<file path="src/include/rs_validator_cfg.svh">
`ifndef RS_VALIDATOR_CFG_SVH
`define RS_VALIDATOR_CFG_SVH

// ==================
// Datapath widths
// ==================

// Operands, PC values and store data
`define RSV_DATA_W 32

// Physical register file has 64 entries
`define RSV_PREG_W 6

// ==================
// Decode fields
// ==================

// Control signal bundle from decode, carried opaque through the RS
`define RSV_CTRL_W 11

// Branch condition select
`define RSV_BSEL_W 3

// Producer tag for an operand that is still waiting on a result
`define RSV_TAG_W 3

`endif

</file>
<file path="src/rtl/rs_validator_pkg.sv">
`default_nettype none

`include "rs_validator_cfg.svh"

package rs_validator_pkg;

   // ==================
   // Issue toward execute
   // ==================

   // One issue bundle leaving an RS copy
   typedef struct packed {
      logic                   issue_valid;
      logic [`RSV_DATA_W-1:0] data_a;
      logic [`RSV_DATA_W-1:0] data_b;
      logic [`RSV_CTRL_W-1:0] control_signals;
      logic [`RSV_PREG_W-1:0] rd_phys_addr;
      logic [`RSV_DATA_W-1:0] pc;
      // PC the predictor saw, needed to resolve the branch
      logic [`RSV_DATA_W-1:0] pc_value_at_prediction;
      logic [`RSV_BSEL_W-1:0] branch_sel;
      logic                   branch_prediction;
      logic [`RSV_DATA_W-1:0] store_data;
   } rs_exec_bundle_t;

   // ==================
   // RS register state
   // ==================

   // Internal registers of one RS copy
   typedef struct packed {
      logic                   enable;
      logic                   occupied;
      logic [`RSV_CTRL_W-1:0] control_signals;
      logic [`RSV_DATA_W-1:0] pc;
      logic [`RSV_PREG_W-1:0] rd_phys_addr;
      logic [`RSV_DATA_W-1:0] pc_value_at_prediction;
      logic [`RSV_BSEL_W-1:0] branch_sel;
      logic                   branch_prediction;
      logic [`RSV_DATA_W-1:0] store_data;
      // Source operands, each with the tag of its pending producer
      logic [`RSV_DATA_W-1:0] operand_a_data;
      logic [`RSV_TAG_W-1:0]  operand_a_tag;
      logic [`RSV_DATA_W-1:0] operand_b_data;
      logic [`RSV_TAG_W-1:0]  operand_b_tag;
   } rs_internal_t;

endpackage

`default_nettype wire

</file>
<file path="src/rtl/tmr_voter.sv">
`timescale 1ns/1ps
`default_nettype none

// Majority voter for one field of three redundant copies
module tmr_voter #(
   parameter int WIDTH = 1
) (
   input  wire logic             secure_mode_i,
   input  wire logic [WIDTH-1:0] copy_0_i,
   input  wire logic [WIDTH-1:0] copy_1_i,
   input  wire logic [WIDTH-1:0] copy_2_i,
   output logic      [WIDTH-1:0] voted_o,
   output logic                  mismatch_o,
   output logic                  fatal_o
);

   // ==================
   // Pairwise compare
   // ==================

   logic eq_01;
   logic eq_02;
   logic eq_12;

   assign eq_01 = (copy_0_i == copy_1_i);
   assign eq_02 = (copy_0_i == copy_2_i);
   assign eq_12 = (copy_1_i == copy_2_i);

   // ==================
   // Vote
   // ==================

   // Copy 0 is the default, both when voting is off and when no two copies agree
   always_comb begin
      voted_o    = copy_0_i;
      mismatch_o = 1'b0;
      fatal_o    = 1'b0;
      if (secure_mode_i) begin
         // Copy 0 loses only when copies 1 and 2 agree against it
         if (eq_12 && !eq_01) begin
            voted_o = copy_1_i;
         end
         // Any disagreement at all
         mismatch_o = !(eq_01 && eq_12);
         // No majority exists
         fatal_o    = !eq_01 && !eq_02 && !eq_12;
      end
   end

endmodule

`default_nettype wire

</file>
<file path="src/rtl/exec_vote.sv">
`timescale 1ns/1ps
`default_nettype none

`include "rs_validator_cfg.svh"

// Votes the issue bundles of the three RS copies field by field
module exec_vote (
   input  wire logic                             secure_mode_i,
   input  wire rs_validator_pkg::rs_exec_bundle_t exec_in_0_i,
   input  wire rs_validator_pkg::rs_exec_bundle_t exec_in_1_i,
   input  wire rs_validator_pkg::rs_exec_bundle_t exec_in_2_i,
   output rs_validator_pkg::rs_exec_bundle_t      exec_out_0_o,
   output rs_validator_pkg::rs_exec_bundle_t      exec_out_1_o,
   output rs_validator_pkg::rs_exec_bundle_t      exec_out_2_o,
   output logic                                  mismatch_o,
   output logic                                  fatal_o
);

   rs_validator_pkg::rs_exec_bundle_t voted;

   // One flag bit per bundle field
   logic [9:0] mm_v;
   logic [9:0] fatal_v;

   // ==================
   // Field voters
   // ==================

   tmr_voter #(.WIDTH(1)) u_issue_valid (
      .secure_mode_i(secure_mode_i), .copy_0_i(exec_in_0_i.issue_valid),
      .copy_1_i(exec_in_1_i.issue_valid), .copy_2_i(exec_in_2_i.issue_valid),
      .voted_o(voted.issue_valid), .mismatch_o(mm_v[0]), .fatal_o(fatal_v[0])
   );

   tmr_voter #(.WIDTH(`RSV_DATA_W)) u_data_a (
      .secure_mode_i(secure_mode_i), .copy_0_i(exec_in_0_i.data_a),
      .copy_1_i(exec_in_1_i.data_a), .copy_2_i(exec_in_2_i.data_a),
      .voted_o(voted.data_a), .mismatch_o(mm_v[1]), .fatal_o(fatal_v[1])
   );

   tmr_voter #(.WIDTH(`RSV_DATA_W)) u_data_b (
      .secure_mode_i(secure_mode_i), .copy_0_i(exec_in_0_i.data_b),
      .copy_1_i(exec_in_1_i.data_b), .copy_2_i(exec_in_2_i.data_b),
      .voted_o(voted.data_b), .mismatch_o(mm_v[2]), .fatal_o(fatal_v[2])
   );

   tmr_voter #(.WIDTH(`RSV_CTRL_W)) u_control (
      .secure_mode_i(secure_mode_i), .copy_0_i(exec_in_0_i.control_signals),
      .copy_1_i(exec_in_1_i.control_signals), .copy_2_i(exec_in_2_i.control_signals),
      .voted_o(voted.control_signals), .mismatch_o(mm_v[3]), .fatal_o(fatal_v[3])
   );

   tmr_voter #(.WIDTH(`RSV_PREG_W)) u_rd_phys_addr (
      .secure_mode_i(secure_mode_i), .copy_0_i(exec_in_0_i.rd_phys_addr),
      .copy_1_i(exec_in_1_i.rd_phys_addr), .copy_2_i(exec_in_2_i.rd_phys_addr),
      .voted_o(voted.rd_phys_addr), .mismatch_o(mm_v[4]), .fatal_o(fatal_v[4])
   );

   tmr_voter #(.WIDTH(`RSV_DATA_W)) u_pc (
      .secure_mode_i(secure_mode_i), .copy_0_i(exec_in_0_i.pc),
      .copy_1_i(exec_in_1_i.pc), .copy_2_i(exec_in_2_i.pc),
      .voted_o(voted.pc), .mismatch_o(mm_v[5]), .fatal_o(fatal_v[5])
   );

   tmr_voter #(.WIDTH(`RSV_DATA_W)) u_pc_pred (
      .secure_mode_i(secure_mode_i), .copy_0_i(exec_in_0_i.pc_value_at_prediction),
      .copy_1_i(exec_in_1_i.pc_value_at_prediction),
      .copy_2_i(exec_in_2_i.pc_value_at_prediction),
      .voted_o(voted.pc_value_at_prediction), .mismatch_o(mm_v[6]), .fatal_o(fatal_v[6])
   );

   tmr_voter #(.WIDTH(`RSV_BSEL_W)) u_branch_sel (
      .secure_mode_i(secure_mode_i), .copy_0_i(exec_in_0_i.branch_sel),
      .copy_1_i(exec_in_1_i.branch_sel), .copy_2_i(exec_in_2_i.branch_sel),
      .voted_o(voted.branch_sel), .mismatch_o(mm_v[7]), .fatal_o(fatal_v[7])
   );

   tmr_voter #(.WIDTH(1)) u_branch_pred (
      .secure_mode_i(secure_mode_i), .copy_0_i(exec_in_0_i.branch_prediction),
      .copy_1_i(exec_in_1_i.branch_prediction), .copy_2_i(exec_in_2_i.branch_prediction),
      .voted_o(voted.branch_prediction), .mismatch_o(mm_v[8]), .fatal_o(fatal_v[8])
   );

   tmr_voter #(.WIDTH(`RSV_DATA_W)) u_store_data (
      .secure_mode_i(secure_mode_i), .copy_0_i(exec_in_0_i.store_data),
      .copy_1_i(exec_in_1_i.store_data), .copy_2_i(exec_in_2_i.store_data),
      .voted_o(voted.store_data), .mismatch_o(mm_v[9]), .fatal_o(fatal_v[9])
   );

   // ==================
   // Output routing
   // ==================

   // Secure mode sends the same voted issue to all three execute ports
   assign exec_out_0_o = secure_mode_i ? voted : exec_in_0_i;
   assign exec_out_1_o = secure_mode_i ? voted : exec_in_1_i;
   assign exec_out_2_o = secure_mode_i ? voted : exec_in_2_i;

   assign mismatch_o = |mm_v;
   assign fatal_o    = |fatal_v;

endmodule

`default_nettype wire

</file>
<file path="src/rtl/rs_state_vote.sv">
`timescale 1ns/1ps
`default_nettype none

`include "rs_validator_cfg.svh"

// Votes the internal register record of the three RS copies
module rs_state_vote (
   input  wire logic                          secure_mode_i,
   input  wire rs_validator_pkg::rs_internal_t rs_state_0_i,
   input  wire rs_validator_pkg::rs_internal_t rs_state_1_i,
   input  wire rs_validator_pkg::rs_internal_t rs_state_2_i,
   output rs_validator_pkg::rs_internal_t      validated_o,
   output logic                               mismatch_o,
   output logic                               fatal_o
);

   // Bit 0 is the enable field, which also counts toward the flags
   logic [12:0] mm_v;
   logic [12:0] fatal_v;

   // ==================
   // Control state
   // ==================

   tmr_voter #(.WIDTH(1)) u_enable (
      .secure_mode_i(secure_mode_i), .copy_0_i(rs_state_0_i.enable),
      .copy_1_i(rs_state_1_i.enable), .copy_2_i(rs_state_2_i.enable),
      .voted_o(validated_o.enable), .mismatch_o(mm_v[0]), .fatal_o(fatal_v[0])
   );

   tmr_voter #(.WIDTH(1)) u_occupied (
      .secure_mode_i(secure_mode_i), .copy_0_i(rs_state_0_i.occupied),
      .copy_1_i(rs_state_1_i.occupied), .copy_2_i(rs_state_2_i.occupied),
      .voted_o(validated_o.occupied), .mismatch_o(mm_v[1]), .fatal_o(fatal_v[1])
   );

   tmr_voter #(.WIDTH(`RSV_CTRL_W)) u_control (
      .secure_mode_i(secure_mode_i), .copy_0_i(rs_state_0_i.control_signals),
      .copy_1_i(rs_state_1_i.control_signals), .copy_2_i(rs_state_2_i.control_signals),
      .voted_o(validated_o.control_signals), .mismatch_o(mm_v[2]), .fatal_o(fatal_v[2])
   );

   tmr_voter #(.WIDTH(`RSV_DATA_W)) u_pc (
      .secure_mode_i(secure_mode_i), .copy_0_i(rs_state_0_i.pc),
      .copy_1_i(rs_state_1_i.pc), .copy_2_i(rs_state_2_i.pc),
      .voted_o(validated_o.pc), .mismatch_o(mm_v[3]), .fatal_o(fatal_v[3])
   );

   tmr_voter #(.WIDTH(`RSV_PREG_W)) u_rd_phys_addr (
      .secure_mode_i(secure_mode_i), .copy_0_i(rs_state_0_i.rd_phys_addr),
      .copy_1_i(rs_state_1_i.rd_phys_addr), .copy_2_i(rs_state_2_i.rd_phys_addr),
      .voted_o(validated_o.rd_phys_addr), .mismatch_o(mm_v[4]), .fatal_o(fatal_v[4])
   );

   tmr_voter #(.WIDTH(`RSV_DATA_W)) u_pc_pred (
      .secure_mode_i(secure_mode_i), .copy_0_i(rs_state_0_i.pc_value_at_prediction),
      .copy_1_i(rs_state_1_i.pc_value_at_prediction),
      .copy_2_i(rs_state_2_i.pc_value_at_prediction),
      .voted_o(validated_o.pc_value_at_prediction),
      .mismatch_o(mm_v[5]), .fatal_o(fatal_v[5])
   );

   tmr_voter #(.WIDTH(`RSV_BSEL_W)) u_branch_sel (
      .secure_mode_i(secure_mode_i), .copy_0_i(rs_state_0_i.branch_sel),
      .copy_1_i(rs_state_1_i.branch_sel), .copy_2_i(rs_state_2_i.branch_sel),
      .voted_o(validated_o.branch_sel), .mismatch_o(mm_v[6]), .fatal_o(fatal_v[6])
   );

   tmr_voter #(.WIDTH(1)) u_branch_pred (
      .secure_mode_i(secure_mode_i), .copy_0_i(rs_state_0_i.branch_prediction),
      .copy_1_i(rs_state_1_i.branch_prediction), .copy_2_i(rs_state_2_i.branch_prediction),
      .voted_o(validated_o.branch_prediction), .mismatch_o(mm_v[7]), .fatal_o(fatal_v[7])
   );

   // ==================
   // Payload state
   // ==================

   tmr_voter #(.WIDTH(`RSV_DATA_W)) u_store_data (
      .secure_mode_i(secure_mode_i), .copy_0_i(rs_state_0_i.store_data),
      .copy_1_i(rs_state_1_i.store_data), .copy_2_i(rs_state_2_i.store_data),
      .voted_o(validated_o.store_data), .mismatch_o(mm_v[8]), .fatal_o(fatal_v[8])
   );

   tmr_voter #(.WIDTH(`RSV_DATA_W)) u_operand_a_data (
      .secure_mode_i(secure_mode_i), .copy_0_i(rs_state_0_i.operand_a_data),
      .copy_1_i(rs_state_1_i.operand_a_data), .copy_2_i(rs_state_2_i.operand_a_data),
      .voted_o(validated_o.operand_a_data), .mismatch_o(mm_v[9]), .fatal_o(fatal_v[9])
   );

   tmr_voter #(.WIDTH(`RSV_TAG_W)) u_operand_a_tag (
      .secure_mode_i(secure_mode_i), .copy_0_i(rs_state_0_i.operand_a_tag),
      .copy_1_i(rs_state_1_i.operand_a_tag), .copy_2_i(rs_state_2_i.operand_a_tag),
      .voted_o(validated_o.operand_a_tag), .mismatch_o(mm_v[10]), .fatal_o(fatal_v[10])
   );

   tmr_voter #(.WIDTH(`RSV_DATA_W)) u_operand_b_data (
      .secure_mode_i(secure_mode_i), .copy_0_i(rs_state_0_i.operand_b_data),
      .copy_1_i(rs_state_1_i.operand_b_data), .copy_2_i(rs_state_2_i.operand_b_data),
      .voted_o(validated_o.operand_b_data), .mismatch_o(mm_v[11]), .fatal_o(fatal_v[11])
   );

   tmr_voter #(.WIDTH(`RSV_TAG_W)) u_operand_b_tag (
      .secure_mode_i(secure_mode_i), .copy_0_i(rs_state_0_i.operand_b_tag),
      .copy_1_i(rs_state_1_i.operand_b_tag), .copy_2_i(rs_state_2_i.operand_b_tag),
      .voted_o(validated_o.operand_b_tag), .mismatch_o(mm_v[12]), .fatal_o(fatal_v[12])
   );

   assign mismatch_o = |mm_v;
   assign fatal_o    = |fatal_v;

endmodule

`default_nettype wire

</file>
<file path="src/rtl/rs_validator.sv">
`timescale 1ns/1ps
`default_nettype none

// TMR validator for three reservation station copies
module rs_validator (
   input  wire logic                             clk_i,
   input  wire logic                             rst_i,
   input  wire logic                             secure_mode_i,
   input  wire rs_validator_pkg::rs_exec_bundle_t exec_in_0_i,
   input  wire rs_validator_pkg::rs_exec_bundle_t exec_in_1_i,
   input  wire rs_validator_pkg::rs_exec_bundle_t exec_in_2_i,
   input  wire rs_validator_pkg::rs_internal_t    rs_state_0_i,
   input  wire rs_validator_pkg::rs_internal_t    rs_state_1_i,
   input  wire rs_validator_pkg::rs_internal_t    rs_state_2_i,
   output rs_validator_pkg::rs_exec_bundle_t      exec_out_0_o,
   output rs_validator_pkg::rs_exec_bundle_t      exec_out_1_o,
   output rs_validator_pkg::rs_exec_bundle_t      exec_out_2_o,
   output rs_validator_pkg::rs_internal_t         rs_state_validated_o,
   output logic                                  exec_mismatch_o,
   output logic                                  exec_fatal_o,
   output logic                                  internal_mismatch_o,
   output logic                                  internal_fatal_o
);

   // Unregistered flags straight out of the voting blocks
   logic exec_mismatch;
   logic exec_fatal;
   logic internal_mismatch;
   logic internal_fatal;

   // ==================
   // Voting blocks
   // ==================

   exec_vote i_exec_vote (
      .secure_mode_i (secure_mode_i),
      .exec_in_0_i   (exec_in_0_i),
      .exec_in_1_i   (exec_in_1_i),
      .exec_in_2_i   (exec_in_2_i),
      .exec_out_0_o  (exec_out_0_o),
      .exec_out_1_o  (exec_out_1_o),
      .exec_out_2_o  (exec_out_2_o),
      .mismatch_o    (exec_mismatch),
      .fatal_o       (exec_fatal)
   );

   // One validated record goes back to every RS copy
   rs_state_vote i_rs_state_vote (
      .secure_mode_i (secure_mode_i),
      .rs_state_0_i  (rs_state_0_i),
      .rs_state_1_i  (rs_state_1_i),
      .rs_state_2_i  (rs_state_2_i),
      .validated_o   (rs_state_validated_o),
      .mismatch_o    (internal_mismatch),
      .fatal_o       (internal_fatal)
   );

   // ==================
   // Flag registers
   // ==================

   // Flags lag the voted data by one cycle
   always_ff @(posedge clk_i) begin
      if (rst_i) begin
         exec_mismatch_o     <= 1'b0;
         exec_fatal_o        <= 1'b0;
         internal_mismatch_o <= 1'b0;
         internal_fatal_o    <= 1'b0;
      end else begin
         exec_mismatch_o     <= exec_mismatch;
         exec_fatal_o        <= exec_fatal;
         internal_mismatch_o <= internal_mismatch;
         internal_fatal_o    <= internal_fatal;
      end
   end

endmodule

`default_nettype wire

</file>
<file path="config.mk">
export PLATFORM = sky130hd
export DESIGN_NAME = rs_validator
export DESIGN_NICKNAME = d
export VERILOG_FILES = /design/src/rtl/rs_validator_pkg.sv /design/src/rtl/tmr_voter.sv /design/src/rtl/exec_vote.sv /design/src/rtl/rs_state_vote.sv /design/src/rtl/rs_validator.sv
export VERILOG_INCLUDE_DIRS = /design/src /design/src/include
export SDC_FILE = /design/constraint.sdc
export NUM_CORES = 2
export LEC_CHECK = 0
export BUFFER_PORTS_ARGS = -buffer_cell sky130_fd_sc_hd__buf_2
export CORE_AREA = 2 2 716 718
export CTS_CLUSTER_DIAMETER = 80
export DETAILED_ROUTE_END_ITERATION = 12
export DIE_AREA = 0 0 718 720
export PLACE_DENSITY = 0.3
export SYNTH_ARGS = -nofsm -noshare
export SYNTH_HDL_FRONTEND = slang
export SYNTH_SLANG_ARGS = --single-unit
</file>
<file path="constraint.sdc">
create_clock -name clk_i -period 2.52 [get_ports clk_i]
set_input_delay 0.378 -clock clk_i [delete_from_list [all_inputs] [get_ports clk_i]]
set_output_delay 0.378 -clock clk_i [all_outputs]
set_load 0.005 [all_outputs]
</file>
* Word level (Yosys, flattened, before mapping)
Index checks and enable logic that the tools add are counted.
** Operators by class
- Reduce and logical (&&, ||, !) cells :: 188
- Equality and inequality tests :: 69
- Multiplexer cells :: 85
** Operator list (count)
- equality test 32 bit :: 30
- 2-to-1 mux 182 bit :: 3
- 2-to-1 mux 32 bit :: 15
- logical AND 1 bit :: 92
- logical NOT 1 bit :: 92
- equality test 11 bit :: 6
- 2-to-1 mux 1 bit :: 54
- equality test 3 bit :: 12
- equality test 6 bit :: 6
- 2-to-1 mux 11 bit :: 3
- OR reduction 13 bit :: 2
- 2-to-1 mux 3 bit :: 7
- OR reduction 10 bit :: 2
- 2-to-1 mux 6 bit :: 3
- equality test 1 bit :: 15
** Storage, ports and cells
- Word-level logic and storage cells :: 346
- Flip-flop bits (word level) :: 4

* Logic depth before layout (Yosys ltp)
- Depth in word-level cells :: 6
- Gate-level depth with buffers :: 9
- Depth with buffers taken out :: 7

* By module
Synthesis repeated with hierarchy kept, for this count alone.
** Second synthesis, totals
- Cell total of the unflattened synthesis :: 3355
- Area, all modules :: 25096.6 µm²
** By module, submodules not included
- tmr_voter (i_exec_vote.u_data_a ...) :: area each 1624.1 µm², cells an instance 167, times used 10
- exec_vote :: area each 6055.8 µm², cells an instance 1363, times used 1
- tmr_voter (i_exec_vote.u_control ...) :: area each 563.0 µm², cells an instance 62, times used 2
- tmr_voter (i_exec_vote.u_rd_phys_addr ...) :: area each 325.3 µm², cells an instance 34, times used 2
- tmr_voter (i_exec_vote.u_branch_sel ...) :: area each 150.1 µm², cells an instance 18, times used 4
- tmr_voter (i_exec_vote.u_branch_pred ...) :: area each 52.6 µm², cells an instance 8, times used 5
- rs_validator :: area each 105.1 µm², cells an instance 8, times used 1
- rs_state_vote :: area each 55.1 µm², cells an instance 10, times used 1

* Worst setup path after synthesis
Ideal clock, no wire load.
- Path type :: in2out
- Start :: input port exec_in_2_i[144] (netlist name)
- End :: output port exec_out_0_o[119] (netlist name)
- Cell stages on the path :: 9
- Setup slack :: 0.159 ns
- Arrival time :: 1.983 ns
- Cells stage by stage :: xor2_1 > nor4_1 > nand4_1 > nor2_2 > o21ai_2 > or2_1 > buf_2 > buf_6 > mux2_4
** RTL lines
- start: declaration :: line rs_validator.sv:11 : input wire rs_validator_pkg::rs_exec_bundle_t exec_in_2_i,
- end: declaration :: line rs_validator.sv:15 : output rs_validator_pkg::rs_exec_bundle_t exec_out_0_o,

==> impl_metrics.ini <==
[setup_path]
cp-end-kind = primary output
cp.arrival_ns = 3.01
crit_slowest_cell = nor4_4
crit_top_cell = buf_6
path_cells = buf_2 > buf_4 > xnor2_4 > buf_4 > nand4_1 > nor4_4 > buf_6 > nand2_4 > buf_6 > nand3_4 > buf_12 > buf_16 > mux2_4 > buf_6
path_buf_inv = 8
cp_max_fo = 6
cpPeakStageDelay_ns = 0.42
critPathTopFamily = buffers and inverters
crit_path_start_kind = input pin
critical_path_class = input pin to primary output
worstPathRequired_ns = 2.14

[clocking]
clock-sinks = 4
htreeDepth = 1
cts_hold_buf = 0
path_clk_slew_ns = 0.05
cts_buffer_depth = 2
root_buffer = clkbuf_16
cts_tree = yes
cts_buffers = 3

[yosys]
ys_warn_count = 0
syn_area_per_cell_um2 = 8.18
ys_ff_latch = 4
syn_area_mm2 = 0.0229
async_flop_share = 0
synthCells = 2805
synth_cell_type_count = 41
seq_area_frac_synth = 0.00349
synthFlopType = dfxtp_1
syn-num-nets = 3921
synth_edf_count = 0

[die]
io_pins = 1855
die_area_mm2 = 0.517
initial_core_util = 0.0451
core_mm2 = 0.508
die_w_um = 718
rows = 262
die_h_um = 720

[global_route]
grt-ovfl-total = 0
use_met1 = 0.230
grt_max_degree = 45
use_met2 = 0.276
busiest_layer = met2
antenna_found_initial = 416
grt.total_usage = 0.180
first_global_vias = 37600
grt_util_met3 = 0.0712
grt_first_pass_wirelength_um = 573000

[routing]
drtIter0Drc = 3260
vias = 38700
vias_per_cell = 3.01
firstDrtPassIters = 5
wire_per_inst_um = 38.1
drt_wl_total_um = 489000
drc = 0
ant_nets = 2

[sta]
layout_setup_ws_ns = -0.871
hold_violations = 0
post-route-period-util = 1.35
relSlewSlack = -0.116
slew_viol_final = 2
worstMarginPinSlew_ns = 1.66
max_freq_ghz = 0.295
fin_setup_tns_ns = -373.80
fin_crit_ns = 3.39
rsz0062_at_grt = yes
setup_viol = 693

[final_layout]
final_common_cell = buf_2
syn2layout_area_growth_pct = 149
final_area_mm2 = 0.0572
final_cells = 12800
mostFrequentLayoutCells = buf_2 (1567), buf_4 (1190), xnor2_1 (563), xor2_1 (488), mux2_2 (365)
fillers = 59300
nets = 6994
drive_gt1_frac = 0.662

[placed_design]
dpl.cell_count = 12500
io_buffers = 1854
hpwlAfterDp_um = 460000
place.gp.congestion = 1.25
dpl_cell_area_mm2 = 0.0524

[pwr]
power_leakage_nw = 25.1
power_density_mw_per_mm2 = 210
p_total_w = 0.0120
ir_worst_vdd_uv = 126

[run_status]
violations = antenna violations, max-capacitance violations, max-slew violations, negative setup slack
outcome = finished with violations

[hold_path]
holdCritPathClass = input pin to register

[job]
maxCapViolCount = 1
kinds of logic (layout without fill, tap and decap cells):
group	after synthesis	count (layout)	synth area share
DFF	4	4	0.00349
muxes	723	723	0.355
xor gates and xnor gates	1098	1098	0.419
AOI/OAI and AO/OA	240	240	0.0557
other	0	229	0
and+or+nand+nor	618	618	0.142
buffers and inverters	122	3193	0.0254
synthesized netlist by cell type (all sizes together) (2+ instances only):
library cell / instances / share of area
nor4: 156 / 0.043
inv: 7 / 0.0011
dfxtp: 4 / 0.0035
a211oi: 4 / 0.0013
nand3: 31 / 0.0068
nand2: 34 / 0.0056
a41oi: 2 / 0.00076
a211o: 2 / 0.00076
nand4: 168 / 0.046
a21oi: 202 / 0.044
clkbuf: 45 / 0.0074
xnor2: 588 / 0.22
mux2: 544 / 0.28
buf: 70 / 0.017
mux2i: 179 / 0.078
a22oi: 2 / 0.00065
o21ai: 14 / 0.0034
o311a: 2 / 0.00087
xor2: 510 / 0.19
or3: 5 / 0.0014
or2: 3 / 0.00082
o211ai: 2 / 0.00065
nand2b: 4 / 0.0011
nor3b: 2 / 0.0011
nor2: 200 / 0.033
a31oi: 6 / 0.0016
nor3: 13 / 0.0028
registers in the layout (all words and copies together) (netlist names):
| name | flops |
|---|---|
| exec_fatal_o | 1 |
| exec_mismatch_o | 1 |
| internal_fatal_o | 1 |
| internal_mismatch_o | 1 |
layout make-up:
type | instances | area [µm²] | area share
inverter | 7 | 27.5 | 0.000481
clock buffer | 3 | 75.1 | 0.00131
multi-input combinational | 2679 | 24200 | 0.423
tap | 6732 | 8420 | 0.147
antenna | 229 | 573 | 0.0100
sequential | 4 | 80.1 | 0.00140
timing repair buffer | 3183 | 23800 | 0.416
tightest hold or removal path: stages:
cell and delay (ns):
buf_2 0.07, nand2b_1 0.09, buf_4 0.24, a31oi_1 0.06
worst paths after layout:
kind / slack [ns] / endpoint / start / cells past startpoint
max: -0.87 / exec_out_0_o[9] / exec_in_1_i[24] / 14
min: 0.64 / internal_mismatch_o / rst_i / 4
metal layers:
metal / routed length (µm) / vias to the layer above
li1: - / 16500
met1: 212000 / 18800
met2: 207000 / 2443
met3: 48000 / 739
met4: 20500 / 116
met5: 1270 / -
power breakdown:
part / leakage, nW / switching, W / total (W) / internal [W]
combinational: 25.0 / 0.00661 / 0.0116 / 0.00500
sequential: 0.0333 / 0.00000272 / 0.0000695 / 0.0000668
clock: 0.0384 / 0.000122 / 0.000332 / 0.000209
total: 25.1 / 0.00673 / 0.0120 / 0.00528
repair_timing:
| item | in CTS | in global routing |
|---|---|---|
| setup buffers | 44 | 18 |
| pin swaps | 114 | 68 |
| setup endpoints to repair | 695 | 696 |
| cloned | 17 | 3 |
| resized for setup | 458 | 243 |
stage by stage:
stage / util / setup slack [ns] / hold WS [ns]
2_1_floorplan: - / 0.159 / 0.611
3_3_place_gp: 0.103 / -2.11 / 0.836
3_5_place_dp: 0.103 / -1.79 / 0.839
4_1_cts: 0.109 / -0.896 / 0.667
5_1_grt: 0.112 / -0.904 / 0.697
6_report: 0.112 / -0.871 / 0.639
Power figures use the tool's default switching activity.
